**src/include/tracker_defines.svh**
```systemverilog
`ifndef TRACKER_DEFINES_SVH
`define TRACKER_DEFINES_SVH

// camera frame geometry in pixels
`define FRAME_W 320
`define FRAME_H 240

// pipeline depth in pixel clocks
`define CONV_LATENCY 3 // unpack + rgb to ycrcb
`define MASK_LATENCY 1 // channel select and threshold register

// rgb to ycrcb weights, scaled by 256
// luma gets +128 rounding, >> 8, then +16
`define COEF_Y_R  66
`define COEF_Y_G  129
`define COEF_Y_B  25

// chroma gets +128 rounding, arithmetic >> 8, then +128
`define COEF_CB_R (-38)
`define COEF_CB_G (-74)
`define COEF_CB_B 112

`define COEF_CR_R 112
`define COEF_CR_G (-94)
`define COEF_CR_B (-18)

`endif

```
**src/hw/tracker_pkg.sv**
```systemverilog
package tracker_pkg;

  // raw camera word, r[15:11] g[10:5] b[4:0]
  typedef logic [15:0] pixel565_t;

  // any 8 bit color plane (r, g, b, y, cr, cb)
  typedef logic [7:0] color8_t;

  typedef logic [8:0] xcoord_t; // column 0..319
  typedef logic [7:0] ycoord_t; // row 0..239

  // up to 320*240 = 76800 masked pixels per frame
  typedef logic [16:0] pix_count_t;

  // worst case sum is 319 * 76800, just under 2^25
  typedef logic [24:0] coord_sum_t;

  // which plane gets thresholded
  // codes 3 and 7 are left unnamed and read as zero
  typedef enum logic [2:0] {
    sel_green = 3'd0,
    sel_red   = 3'd1,
    sel_blue  = 3'd2,
    sel_y     = 3'd4,
    sel_cr    = 3'd5,
    sel_cb    = 3'd6
  } channel_sel_t;

endpackage

```
**src/hw/color_convert.sv**
```systemverilog
`timescale 1ns/100ps
`include "tracker_defines.svh"

module color_convert import tracker_pkg::*; (
  input  logic      clk_pixel,
  input  logic      sys_rst,
  input  logic      in_valid,
  input  pixel565_t pixel,
  input  xcoord_t   hcount,
  input  ycoord_t   vcount,
  input  logic      frame_end,
  output logic      out_valid,
  output color8_t   red,
  output color8_t   green,
  output color8_t   blue,
  output color8_t   luma,
  output color8_t   cr,
  output color8_t   cb,
  output xcoord_t   out_hcount,
  output ycoord_t   out_vcount,
  output logic      out_frame_end
);

  localparam int DEPTH = `CONV_LATENCY;

  color8_t r_in, g_in, b_in; // 565 widened to 8 bits, low bits zero
  logic signed [17:0] y_r_p, y_g_p, y_b_p; // stage one products
  logic signed [17:0] cb_r_p, cb_g_p, cb_b_p;
  logic signed [17:0] cr_r_p, cr_g_p, cr_b_p;
  logic signed [17:0] y_sum, cb_sum, cr_sum; // stage two, rounding included
  color8_t red_d [DEPTH];
  color8_t green_d [DEPTH];
  color8_t blue_d [DEPTH];
  logic    valid_d [DEPTH];
  logic    frame_end_d [DEPTH];
  xcoord_t hcount_d [DEPTH];
  ycoord_t vcount_d [DEPTH];

  assign r_in = {pixel[15:11], 3'b000};
  assign g_in = {pixel[10:5], 2'b00};
  assign b_in = {pixel[4:0], 3'b000};

  // three registered stages: multiply, add, shift and offset
  always_ff @(posedge clk_pixel) begin
    y_r_p  <= `COEF_Y_R * $signed({10'd0, r_in}); // operands zero extended, kept signed
    y_g_p  <= `COEF_Y_G * $signed({10'd0, g_in});
    y_b_p  <= `COEF_Y_B * $signed({10'd0, b_in});
    cb_r_p <= `COEF_CB_R * $signed({10'd0, r_in});
    cb_g_p <= `COEF_CB_G * $signed({10'd0, g_in});
    cb_b_p <= `COEF_CB_B * $signed({10'd0, b_in});
    cr_r_p <= `COEF_CR_R * $signed({10'd0, r_in});
    cr_g_p <= `COEF_CR_G * $signed({10'd0, g_in});
    cr_b_p <= `COEF_CR_B * $signed({10'd0, b_in});

    y_sum  <= y_r_p + y_g_p + y_b_p + 18'sd128; // +128 rounds the >> 8
    cb_sum <= cb_r_p + cb_g_p + cb_b_p + 18'sd128;
    cr_sum <= cr_r_p + cr_g_p + cr_b_p + 18'sd128;

    luma <= color8_t'((y_sum >>> 8) + 18'sd16); // only the low byte survives
    cb   <= color8_t'((cb_sum >>> 8) + 18'sd128);
    cr   <= color8_t'((cr_sum >>> 8) + 18'sd128);
  end

  // rgb and coordinates ride along so all six planes leave together
  always_ff @(posedge clk_pixel) begin
    red_d[0]    <= r_in;
    green_d[0]  <= g_in;
    blue_d[0]   <= b_in;
    hcount_d[0] <= hcount;
    vcount_d[0] <= vcount;
    for (int i = 1; i < DEPTH; i++) begin
      red_d[i]    <= red_d[i-1];
      green_d[i]  <= green_d[i-1];
      blue_d[i]   <= blue_d[i-1];
      hcount_d[i] <= hcount_d[i-1];
      vcount_d[i] <= vcount_d[i-1];
    end
  end

  // strobes get cleared by reset
  always_ff @(posedge clk_pixel) begin
    if (sys_rst) begin
      for (int i = 0; i < DEPTH; i++) begin
        valid_d[i]     <= 1'b0;
        frame_end_d[i] <= 1'b0;
      end
    end else begin
      valid_d[0]     <= in_valid;
      frame_end_d[0] <= frame_end;
      for (int i = 1; i < DEPTH; i++) begin
        valid_d[i]     <= valid_d[i-1];
        frame_end_d[i] <= frame_end_d[i-1];
      end
    end
  end

  assign out_valid     = valid_d[DEPTH-1];
  assign out_frame_end = frame_end_d[DEPTH-1];
  assign red           = red_d[DEPTH-1];
  assign green         = green_d[DEPTH-1];
  assign blue          = blue_d[DEPTH-1];
  assign out_hcount    = hcount_d[DEPTH-1];
  assign out_vcount    = vcount_d[DEPTH-1];

  // the end-of-frame marker is its own beat, never riding on a pixel
  a_frame_end_alone: assert property (@(posedge clk_pixel) disable iff (sys_rst)
    !(frame_end && in_valid));

endmodule

```
**src/hw/channel_threshold.sv**
```systemverilog
`timescale 1ns/100ps

module channel_threshold import tracker_pkg::*; (
  input  logic         clk_pixel,
  input  logic         sys_rst,
  input  logic         in_valid,
  input  color8_t      red,
  input  color8_t      green,
  input  color8_t      blue,
  input  color8_t      luma,
  input  color8_t      cr,
  input  color8_t      cb,
  input  xcoord_t      in_hcount,
  input  ycoord_t      in_vcount,
  input  logic         in_frame_end,
  input  channel_sel_t channel_sel, // static for a whole frame
  input  color8_t      lower_bound,
  input  color8_t      upper_bound,
  output logic         mask_valid,
  output logic         mask,
  output xcoord_t      mask_hcount,
  output ycoord_t      mask_vcount,
  output logic         mask_frame_end
);

  color8_t chan; // plane picked by channel_sel
  logic    in_range;

  always_comb begin
    case (channel_sel)
      sel_green: chan = green;
      sel_red:   chan = red;
      sel_blue:  chan = blue;
      sel_y:     chan = luma;
      sel_cr:    chan = cr;
      sel_cb:    chan = cb;
      default:   chan = '0; // codes 3 and 7
    endcase
  end

  // both bounds inclusive
  assign in_range = (chan >= lower_bound) && (chan <= upper_bound);

  // mask bit and coordinates, meaningful only with mask_valid
  always_ff @(posedge clk_pixel) begin
    mask        <= in_range;
    mask_hcount <= in_hcount;
    mask_vcount <= in_vcount;
  end

  always_ff @(posedge clk_pixel) begin
    if (sys_rst) begin
      mask_valid     <= 1'b0;
      mask_frame_end <= 1'b0;
    end else begin
      mask_valid     <= in_valid;
      mask_frame_end <= in_frame_end;
    end
  end

endmodule

```
**src/hw/serial_divider.sv**
```systemverilog
`timescale 1ns/100ps

// restoring divider, dividend shifts out msb first while quotient bits shift in
module serial_divider #(
  parameter int DIVIDEND_W = 25,
  parameter int DIVISOR_W  = 17,
  parameter int QUOTIENT_W = 9  // result assumed to fit, upper bits dropped
) (
  input  logic                  clk_pixel,
  input  logic                  sys_rst,
  input  logic                  start,
  input  logic [DIVIDEND_W-1:0] dividend,
  input  logic [DIVISOR_W-1:0]  divisor,    // never zero
  output logic                  busy,
  output logic                  done,       // one cycle, quotient valid here
  output logic [QUOTIENT_W-1:0] quotient
);

  localparam int STEPS = DIVIDEND_W; // one bit per cycle, first one on the start edge
  localparam int CNT_W = $clog2(STEPS);

  logic [CNT_W-1:0]      step_cnt;
  logic [DIVISOR_W-1:0]  rem_q, div_q;  // partial remainder and held divisor
  logic [DIVIDEND_W-1:0] shift_q;       // dividend in, quotient out
  logic [DIVISOR_W-1:0]  rem_src, div_src, rem_next;
  logic [DIVIDEND_W-1:0] shift_src, shift_next;
  logic [DIVISOR_W:0]    trial;
  logic                  q_bit;

  // on start the step works straight off the inputs
  always_comb begin
    rem_src    = start ? '0 : rem_q;
    div_src    = start ? divisor : div_q;
    shift_src  = start ? dividend : shift_q;
    trial      = {rem_src, shift_src[DIVIDEND_W-1]};
    q_bit      = (trial >= {1'b0, div_src});
    rem_next   = q_bit ? DIVISOR_W'(trial - {1'b0, div_src}) : trial[DIVISOR_W-1:0];
    shift_next = {shift_src[DIVIDEND_W-2:0], q_bit};
  end

  always_ff @(posedge clk_pixel) begin
    if (start || busy) begin
      rem_q   <= rem_next;
      shift_q <= shift_next;
    end
    if (start) div_q <= divisor;
  end

  always_ff @(posedge clk_pixel) begin
    if (sys_rst) begin
      busy     <= 1'b0;
      done     <= 1'b0;
      step_cnt <= '0;
    end else begin
      done <= 1'b0;
      if (start) begin
        busy     <= 1'b1;
        step_cnt <= CNT_W'(1);
      end else if (busy) begin
        step_cnt <= step_cnt + 1'b1;
        if (step_cnt == CNT_W'(STEPS - 1)) begin // last bit lands this edge
          busy <= 1'b0;
          done <= 1'b1;
        end
      end
    end
  end

  assign quotient = shift_q[QUOTIENT_W-1:0];

  a_no_restart: assert property (@(posedge clk_pixel) disable iff (sys_rst)
    start |-> !busy);

  // fixed latency the stats block relies on
  a_done_latency: assert property (@(posedge clk_pixel) disable iff (sys_rst)
    start |-> ##(STEPS) done);

endmodule

```
**src/hw/blob_stats.sv**
```systemverilog
`timescale 1ns/100ps
`include "tracker_defines.svh"

module blob_stats import tracker_pkg::*; (
  input  logic       clk_pixel,
  input  logic       sys_rst,
  input  logic       mask_valid,
  input  logic       mask,
  input  xcoord_t    mask_hcount,
  input  ycoord_t    mask_vcount,
  input  logic       mask_frame_end,
  input  logic       stats_ready,
  output logic       stats_valid,
  output logic       obj_found,
  output pix_count_t pix_count,
  output xcoord_t    com_x,
  output ycoord_t    com_y,
  output xcoord_t    box_xmin,
  output xcoord_t    box_xmax,
  output ycoord_t    box_ymin,
  output ycoord_t    box_ymax
);

  typedef enum logic [1:0] {
    st_idle,
    st_dividing,
    st_holding
  } stats_state_t;

  stats_state_t state;

  pix_count_t acc_count; // running totals for the frame in flight
  coord_sum_t acc_xsum, acc_ysum;
  xcoord_t    acc_xmin, acc_xmax;
  ycoord_t    acc_ymin, acc_ymax;
  logic       hit;        // masked pixel this cycle
  logic       frame_take; // frame end that gets a result
  logic       div_start;
  logic       x_busy, x_done, y_busy, y_done;
  xcoord_t    x_quot;
  ycoord_t    y_quot;

  assign hit         = mask_valid && mask;
  // frame ends in dividing or holding are dropped
  assign frame_take  = mask_frame_end && (state == st_idle) && !x_busy && !y_busy;
  assign div_start   = frame_take && (acc_count != '0); // empty frame skips divide
  assign stats_valid = (state == st_holding);

  // accumulators restart on every frame end, taken or not
  always_ff @(posedge clk_pixel) begin
    if (sys_rst || mask_frame_end) begin
      acc_count <= '0;
      acc_xsum  <= '0;
      acc_ysum  <= '0;
      acc_xmin  <= xcoord_t'(`FRAME_W - 1); // min starts high, max low
      acc_xmax  <= '0;
      acc_ymin  <= ycoord_t'(`FRAME_H - 1);
      acc_ymax  <= '0;
    end else if (hit) begin
      acc_count <= acc_count + 1'b1;
      acc_xsum  <= acc_xsum + coord_sum_t'(mask_hcount);
      acc_ysum  <= acc_ysum + coord_sum_t'(mask_vcount);
      if (mask_hcount < acc_xmin) acc_xmin <= mask_hcount;
      if (mask_hcount > acc_xmax) acc_xmax <= mask_hcount;
      if (mask_vcount < acc_ymin) acc_ymin <= mask_vcount;
      if (mask_vcount > acc_ymax) acc_ymax <= mask_vcount;
    end
  end

  always_ff @(posedge clk_pixel) begin
    if (sys_rst) begin
      state <= st_idle;
    end else begin
      case (state)
        st_idle:     if (frame_take) state <= (acc_count == '0) ? st_holding : st_dividing;
        st_dividing: if (x_done && y_done) state <= st_holding;
        st_holding:  if (stats_ready) state <= st_idle; // handshake completes
        default:     state <= st_idle;
      endcase
    end
  end

  // result fields, frozen from frame_take until the consumer takes them
  always_ff @(posedge clk_pixel) begin
    if (frame_take) begin
      obj_found <= (acc_count != '0);
      pix_count <= acc_count;
      if (acc_count == '0) begin
        box_xmin <= '0; // nothing seen so everything reads zero
        box_xmax <= '0;
        box_ymin <= '0;
        box_ymax <= '0;
        com_x    <= '0;
        com_y    <= '0;
      end else begin
        box_xmin <= acc_xmin;
        box_xmax <= acc_xmax;
        box_ymin <= acc_ymin;
        box_ymax <= acc_ymax;
      end
    end
    if ((state == st_dividing) && x_done && y_done) begin
      com_x <= x_quot;
      com_y <= y_quot;
    end
  end

  // both dividers load the live sums on the clearing edge
  serial_divider #(
    .DIVIDEND_W($bits(coord_sum_t)),
    .DIVISOR_W ($bits(pix_count_t)),
    .QUOTIENT_W($bits(xcoord_t))
  ) u_div_x (
    .clk_pixel(clk_pixel),
    .sys_rst  (sys_rst),
    .start    (div_start),
    .dividend (acc_xsum),
    .divisor  (acc_count),
    .busy     (x_busy),
    .done     (x_done),
    .quotient (x_quot)
  );

  serial_divider #(
    .DIVIDEND_W($bits(coord_sum_t)),
    .DIVISOR_W ($bits(pix_count_t)),
    .QUOTIENT_W($bits(ycoord_t))
  ) u_div_y (
    .clk_pixel(clk_pixel),
    .sys_rst  (sys_rst),
    .start    (div_start),
    .dividend (acc_ysum),
    .divisor  (acc_count),
    .busy     (y_busy),
    .done     (y_done),
    .quotient (y_quot)
  );

  // a stalled result keeps both valid and every field
  a_hold_stable: assert property (@(posedge clk_pixel) disable iff (sys_rst)
    stats_valid && !stats_ready |=> stats_valid &&
      $stable({obj_found, pix_count, com_x, com_y, box_xmin, box_xmax, box_ymin, box_ymax}));

endmodule

```
**src/hw/blob_tracker.sv**
```systemverilog
`timescale 1ns/100ps

module blob_tracker import tracker_pkg::*; (
  input  logic         clk_pixel,
  input  logic         sys_rst,
  input  logic         pixel_valid, // no back-pressure on the pixel stream
  input  pixel565_t    pixel,
  input  xcoord_t      hcount,
  input  ycoord_t      vcount,
  input  logic         frame_end,
  input  channel_sel_t channel_sel,
  input  color8_t      lower_bound,
  input  color8_t      upper_bound,
  input  logic         stats_ready,
  output logic         stats_valid,
  output logic         obj_found,
  output pix_count_t   pix_count,
  output xcoord_t      com_x,
  output ycoord_t      com_y,
  output xcoord_t      box_xmin,
  output xcoord_t      box_xmax,
  output ycoord_t      box_ymin,
  output ycoord_t      box_ymax
);

  logic    conv_valid, conv_frame_end; // color_convert to channel_threshold
  color8_t conv_red, conv_green, conv_blue;
  color8_t conv_luma, conv_cr, conv_cb;
  xcoord_t conv_hcount;
  ycoord_t conv_vcount;
  logic    mask_valid, mask, mask_frame_end; // channel_threshold to blob_stats
  xcoord_t mask_hcount;
  ycoord_t mask_vcount;

  color_convert u_color_convert (
    .clk_pixel(clk_pixel), .sys_rst(sys_rst),
    .in_valid(pixel_valid), .pixel(pixel), .hcount(hcount), .vcount(vcount),
    .frame_end(frame_end),
    .out_valid(conv_valid),
    .red(conv_red), .green(conv_green), .blue(conv_blue),
    .luma(conv_luma), .cr(conv_cr), .cb(conv_cb),
    .out_hcount(conv_hcount), .out_vcount(conv_vcount), .out_frame_end(conv_frame_end)
  );

  channel_threshold u_channel_threshold (
    .clk_pixel(clk_pixel), .sys_rst(sys_rst),
    .in_valid(conv_valid),
    .red(conv_red), .green(conv_green), .blue(conv_blue),
    .luma(conv_luma), .cr(conv_cr), .cb(conv_cb),
    .in_hcount(conv_hcount), .in_vcount(conv_vcount), .in_frame_end(conv_frame_end),
    .channel_sel(channel_sel), .lower_bound(lower_bound), .upper_bound(upper_bound),
    .mask_valid(mask_valid), .mask(mask),
    .mask_hcount(mask_hcount), .mask_vcount(mask_vcount), .mask_frame_end(mask_frame_end)
  );

  blob_stats u_blob_stats (
    .clk_pixel(clk_pixel), .sys_rst(sys_rst),
    .mask_valid(mask_valid), .mask(mask),
    .mask_hcount(mask_hcount), .mask_vcount(mask_vcount), .mask_frame_end(mask_frame_end),
    .stats_ready(stats_ready), .stats_valid(stats_valid),
    .obj_found(obj_found), .pix_count(pix_count), .com_x(com_x), .com_y(com_y),
    .box_xmin(box_xmin), .box_xmax(box_xmax), .box_ymin(box_ymin), .box_ymax(box_ymax)
  );

endmodule

```
**config.mk**
```make
export PLATFORM = sky130hd
export DESIGN_NAME = blob_tracker
export DESIGN_NICKNAME = d
export VERILOG_FILES = /design/src/hw/tracker_pkg.sv /design/src/hw/color_convert.sv /design/src/hw/channel_threshold.sv /design/src/hw/serial_divider.sv /design/src/hw/blob_stats.sv /design/src/hw/blob_tracker.sv
export VERILOG_INCLUDE_DIRS = /design/src /design/src/include
export SDC_FILE = /design/constraint.sdc
export NUM_CORES = 1
export LEC_CHECK = 0
export BUFFER_PORTS_ARGS = -buffer_cell sky130_fd_sc_hd__buf_2
export CORE_ASPECT_RATIO = 0.5
export CORE_MARGIN = 10
export CORE_UTILIZATION = 34
export DETAILED_ROUTE_END_ITERATION = 12
export PLACE_DENSITY = 0.59
export SYNTH_ARGS = -nofsm -noshare
export SYNTH_HDL_FRONTEND = slang
export SYNTH_SLANG_ARGS = --single-unit
```
**constraint.sdc**
```tcl
create_clock -name clk_pixel -period 12.79 [get_ports clk_pixel]
set_input_delay 2.558 -clock clk_pixel [delete_from_list [all_inputs] [get_ports clk_pixel]]
set_output_delay 2.558 -clock clk_pixel [all_outputs]
set_load 0.1 [all_outputs]
```
# Word-level counts from Yosys, hierarchy flattened
# Memory sizes are Yosys's and may differ from the RTL's. A register that Yosys moved wholly into a read port is not among the register bits.
# Index checks and enable logic that the tools add are counted.
# totals
register_bits	477
input_bits	57
out_inout_bits	70
n_memories	7
elab_cells	181
ramBits	129
# classes
eq_ne	12
n_bitwise	8
n_mux	41
n_mul	9
n_addsub	19
reduce_logical	31
magnitude_cmp	8
# mem_list
name	depth	word_bits	read_ports	rd_clocked_by_memory_dff	write_ports	line_no	source
u_color_convert.hcount_d	3	9	3	1	3	color_convert.sv:36	xcoord_t hcount_d [DEPTH];
u_color_convert.blue_d	3	8	3	0	3	color_convert.sv:33	color8_t blue_d [DEPTH];
u_color_convert.green_d	3	8	3	0	3	color_convert.sv:32	color8_t green_d [DEPTH];
u_color_convert.red_d	3	8	3	0	3	color_convert.sv:31	color8_t red_d [DEPTH];
u_color_convert.vcount_d	3	8	3	1	3	color_convert.sv:37	ycoord_t vcount_d [DEPTH];
u_color_convert.frame_end_d	3	1	3	1	3	color_convert.sv:35	logic frame_end_d [DEPTH];
1 more memories	-	-	-	-	-	-	
# ops
cell	n
2-to-1 mux 17 bit	6
adder 16 bit	4
2-to-1 mux 25 bit	2
adder 16 x 9 -> 16 bit, second input constant	3
case mux 8 bit (6 select lines)	1
>= comparator 18 x 17 -> 1 bit	2
subtractor 17 bit	2
2-to-1 mux 9 bit	3
multiplier 7 x 7 -> 13 bit, first input constant	2
adder 25 x 8 -> 25 bit	1
adder 25 x 9 -> 25 bit	1
2-to-1 mux 8 bit	3
2-to-1 mux 1 bit	21
adder 17 x 1 -> 17 bit, second input constant	1
logical NOT 17 bit	1
nonzero test 17 bit	1
adder 16 x 14 -> 16 bit	1
adder 16 x 15 -> 16 bit	1
adder 8 bit, second input constant	2
multiplier 3 x 5 -> 8 bit, first input constant	2
multiplier 8 x 6 -> 14 bit, first input constant	1
multiplier 6 x 6 -> 12 bit, first input constant	1
multiplier 5 x 6 -> 11 bit, first input constant	1
multiplier 6 x 5 -> 11 bit, first input constant	1
other kinds (31)	64

# Longest topological paths before layout
# depth
ltp_word	8
depth_mapped	20
mapped_depth_nobuf	17

# Hierarchy
# From an unflattened synthesis, not the netlist that was laid out.
# unflattened
cells_unflattened	2534
area_unflattened_um2	27281.2
# modules_own_cells
mod	seq_area_each_um2	cells_per_inst	instances	area_each_um2
color_convert	4284.1	889	1	10272.4
blob_stats	4134.0	836	1	8215.4
serial_divider (u_blob_stats.u_div_x)	1741.7	342	1	3772.4
serial_divider (u_blob_stats.u_div_y)	1741.7	330	1	3768.6
channel_threshold	400.4	137	1	1252.5

# Worst setup path after synthesis
# No wires, ideal clock.
# synth_timing
path_type	input -> register
start	input pixel[6]
end	register u_color_convert.cb_g_p[15]
path_stages	14
setup_ns	0.122
n_path_buf	0
t_arrival_ns	5.540
path_slack_ns	7.128
required_ns	12.668
cell_sequence	ha_1 -> ha_1 -> ha_1 -> inv_1 -> fa_1 -> inv_1 -> ha_1 -> a21o_1 -> a21oi_1 -> nor2b_1 -> o21a_1 -> o41ai_1 -> o21ai_0 -> xnor2_1
# synth_between
elab_chain_len	1
# synth_lines
item	line_no	source
start: declaration	blob_tracker.sv:7	input pixel565_t pixel,
multiplier 7 x 7 -> 13 bit (no line)	-	
end signal: assignment	color_convert.sv:49	cb_g_p <= `COEF_CB_G * $signed({10'd0, g_in});
end: declaration	color_convert.sv:28	logic signed [17:0] cb_r_p, cb_g_p, cb_b_p;
# No other way between the ends.
# A chain may end at the register's enable or synchronous reset.

# Worst setup path after layout
# layout_timing
start	register u_blob_stats.u_div_x.busy
end	register u_blob_stats.u_div_x.rem_q[13] (data pin)
# layout_between
elab_chain_len	7
word_cells_on_any_way	10
cone_classes	add/sub: 1; order compare: 1; mux: 4; reduce/logical: 4
# layout_lines
item	line_no	source
start: declaration	serial_divider.sv:14	output logic busy,
start signal: assignment	serial_divider.sv:51	busy <= 1'b0;
start signal: assignment	serial_divider.sv:57	busy <= 1'b1;
start signal: assignment	serial_divider.sv:62	busy <= 1'b0;
logical NOT 1 bit (*)	blob_stats.sv:45	assign frame_take = mask_frame_end && (state == st_idle) && !x_busy && !y_busy;
logical AND 1 bit (*) (2 in series)	blob_stats.sv:45	
logical AND 1 bit (*)	blob_stats.sv:46	assign div_start = frame_take && (acc_count != '0);
2-to-1 mux 25 bit, or another cell as far along	serial_divider.sv:34	shift_src = start ? dividend : shift_q;
subtractor 17 bit or >= comparator 18 x 17 -> 1 bit (tied branches)	serial_divider.sv:37, serial_divider.sv:36	
2-to-1 mux 17 bit (*)	serial_divider.sv:37	rem_next = q_bit ? DIVISOR_W'(trial - {1'b0, div_src}) : trial[DIVISOR_W-1:0];
net u_blob_stats.u_div_x.rem_next[13]	serial_divider.sv:25	logic [DIVISOR_W-1:0] rem_src, div_src, rem_next;
end signal: assignment	serial_divider.sv:43	rem_q <= rem_next;
end: declaration	serial_divider.sv:23	logic [DIVISOR_W-1:0] rem_q, div_q;
# Mark *: on every way through the listed nets, which the timed path passes. The rest lies on a longest branch.

==> impl_metrics.tcl <==
set metrics [dict create \
    status "completed" \
    grt.total_usage_pct 12.0 \
    grt_max_degree 92 \
    arrival_ns 6.34 \
    vias 17000 \
    p_sw_share_pct 29.9 \
    firstDrtPassIters 5 \
    cp_slowest_cell "buf_4" \
    post_drt_wl_per_cell_um 14.9 \
    pwr-share-seq_pct 40.6 \
    dp_hpwl_um 39800 \
    hold_class "reg -> reg" \
    clockPowerShare_pct 32.8 \
    start_util_pct 34.5 \
    synthToLayoutAreaGrowth_pct 13.9 \
    tightest_slew_ns 1.18 \
    synth_cell_type_count 75 \
    multi_input_area_sq_mm 0.0126 \
    setup_viol 0 \
    fp.dieH_um 216 \
    numPortBuffers 126 \
    fin_skew_ns 0.0363 \
    cts_root_buffer "clkbuf_16" \
    core.rowCount 71 \
    final.setup.tns_ns 0 \
    power_density_mw_per_mm2 168 \
    cp_num_cells 15 \
    fillCellCount 7409 \
    hold_viol_final 0 \
    final_nets 2998 \
    cts_tree "built" \
    drive_above_1_share_pct 11.0 \
    path_class "reg -> reg" \
    fin_crit_sh_pct 46.7 \
    pwr-share-comb_pct 26.6 \
    antenna_found_initial 4 \
    syn_nets 2872 \
    synth_seq_cells 538 \
    num_io_pins 127 \
    synthCells 2471 \
    fmax_mhz 167 \
    core-area_sq_mm 0.0755 \
    netlist_area_sq_mm 0.0261 \
    report.final.slew_viol_count 0 \
    ys_seq_area_share_pct 47.2 \
    p_int_mw 3.50 \
    crit_required_ns 13.16 \
    crit_buf_inv 2 \
    place.gp.congestion 0.827 \
    synth_enable_flop_cells 153 \
    holdWs_ns 0.319 \
    final_common_cell "dfxtp_1" \
    vdd.ir_drop.worst_v 0.000108 \
    cp-end-kind "flip-flop" \
    dieArea_sq_mm 0.0888 \
    grt_overflow 0 \
    ys.flop_type "dfxtp_1" \
    cts_resized 0 \
    mostFrequentLayoutCells "385 x dfxtp_1, 271 x ha_1, 256 x inv_1, 228 x nand2_1, 173 x nor2_1" \
    clock_latency_ns 0.63 \
    clock_path_buffers 3 \
    cap_violations 0 \
    period_needed_ns 5.98 \
    hold_depth 0 \
    drt_wl_total_um 54500 \
    p_switching_mw 1.49 \
    utilization_pct 39.3 \
    crit_family "compound AO/OA/AOI/OAI gates" \
    grt_pass1_vias 16900 \
    rsz0062_at_grt "no" \
    postCtsSetupRepairBufs 0 \
    worst-path-max-fanout 91 \
    holdBufCountCts 0 \
    first_iter_violations 720 \
    grt_pass1_wl_um 88100 \
    seq_area_sq_mm 0.0123 \
    viasPerCell 4.63 \
    ys_warn_count 0 \
    drc 0 \
    cts_buffers 50 \
    cpPeakStageDelay_ns 0.73 \
    postSynthAreaPerCell_sq_um 10.5 \
    cts.sinks 538 \
    ant_nets 0 \
    leakagePower_nw 12.9 \
    cts_htree_levels 2 \
    clk_pin_slew_ns 0.07 \
    slew_headroom_pct 21.3 \
    postSynth.asyncResetShare_pct 0 \
    crit_chain "nor4b_2, nor2b_4, buf_4, nand2_4, buf_4, nor2_1, a21oi_1, fa_1, a21o_1, a221oi_2, o221ai_1, nand2_1, nand2_1, a21oi_4, mux2_2" \
    die_width_um 412 \
    cp-start-kind "flip-flop" \
    reg2reg_depth 15 \
]
kinds of logic after synthesis:
| family | Yosys count | synth area share (%) |
|---|---|---|
| mux | 76 | 3.15 |
| simple gates | 675 | 12.2 |
| flops | 538 | 47.2 |
| fa+ha+maj | 344 | 18.6 |
| xor+xnor | 152 | 5.11 |
| buf+inv | 321 | 4.72 |
| compound gates | 365 | 9.00 |
layer usage:
| layer | track usage [%] | share of wire (%) | vias up |
|---|---|---|---|
| li1 | - | - | 8643 |
| met1 | 15.2 | 46 | 8052 |
| met2 | 21.0 | 49 | 200 |
| met3 | 2.23 | 3.6 | 68 |
| met4 | 2.82 | 1.7 | 0 |
| met5 | 0 | 0 | - |
worst reg2reg max path, cell delays in order, from the launching register on:
cell and delay [ns]:
dfxtp_1 0.40, nor4b_2 0.33, nor2b_4 0.19, buf_4 0.73
nand2_4 0.52, buf_4 0.56, nor2_1 0.34, a21oi_1 0.12
fa_1 0.52, a21o_1 0.23, a221oi_2 0.41, o221ai_1 0.21
nand2_1 0.11, nand2_1 0.09, a21oi_4 0.54, mux2_2 0.41
flip-flops by register name, indices dropped and copies added (netlist names), 10 cells and up:
signal,flops
u_blob_stats.u_div_y.div_q,17
u_color_convert.hcount_d,27
u_blob_stats.pix_count,17
u_blob_stats.u_div_y.rem_q,17
u_blob_stats.acc_count,17
u_color_convert.green_d,11
u_blob_stats.u_div_y.shift_q,25
u_blob_stats.acc_ysum,25
u_color_convert.cb_r_p,10
u_blob_stats.u_div_x.div_q,17
u_color_convert.cb_g_p,12
u_blob_stats.u_div_x.rem_q,17
u_color_convert.red_d,10
u_blob_stats.acc_xsum,25
u_blob_stats.u_div_x.shift_q,25
u_color_convert.blue_d,12
u_color_convert.y_b_p,10
u_color_convert.vcount_d,24
cell type report:
type,count,share of cell area [%]
clock inverters,29,1.38
repair buffers,139,2.45
well taps,1022,4.31
multi-input cells,1612,42.3
inverters,256,3.24
flip-flops and latches,538,41.5
diodes,1,0.00843
clock buffers,65,4.86
Yosys cell counts, types with 36 or more instances:
library cell  number  share of area (%)
xor2_1            36                1.2
a21oi_1          134                2.6
nor3_1            43               0.83
mux2i_1           45                1.7
fa_1              73                5.6
a21o_1            36                1.0
clkbuf_1          48               0.69
edfxtp_1         153                 18
inv_1            256                3.7
o21ai_0           64                1.2
and2_1            58                1.4
nand3_1           38               0.73
ha_1             271                 13
dfxtp_1          385                 30
nand2_1          228                3.3
nor2_1           174                2.5
xnor2_1          116                3.9
power groups by stage:
stage,Combinational [mW],Clock (mW),Sequential [mW]
6_report,1.33,1.64,2.03
5_1_grt,1.54,1.76,2.05
4_1_cts,1.35,1.69,2.03
3_5_place_dp,1.33,0,2.07
3_3_place_gp,1.32,0,2.07
2_1_floorplan,1.03,0,2.04
path summary, 6_finish.rpt:
kind	slack [ns]	startpoint	endpoint
max	6.81	u_blob_stats.u_div_x.busy$_SDFF_PP0_	u_blob_stats.u_div_x.rem_q[13]$_DFFE_PP_
min	0.32	u_color_convert.y_sum[11]$_DFF_P_	u_color_convert.luma[3]$_DFF_P_
max reg2reg	6.81	u_blob_stats.u_div_x.busy$_SDFF_PP0_	u_blob_stats.u_div_x.rem_q[13]$_DFFE_PP_
min reg2reg	0.32	u_color_convert.y_sum[11]$_DFF_P_	u_color_convert.luma[3]$_DFF_P_
stage by stage:
stage	instances	instance area (sq um)	total power, mW	setup slack (ns)
after floorplan	2471	26100	3.07	7.13
after global placement	3566	27800	3.38	6.69
after detailed placement	3566	27800	3.40	6.60
after CTS	3660	29700	5.07	6.71
after global routing	3661	29700	5.34	6.26
final	3662	29700	5.00	6.81
Note: power is estimated with default switching activity, not from simulation.
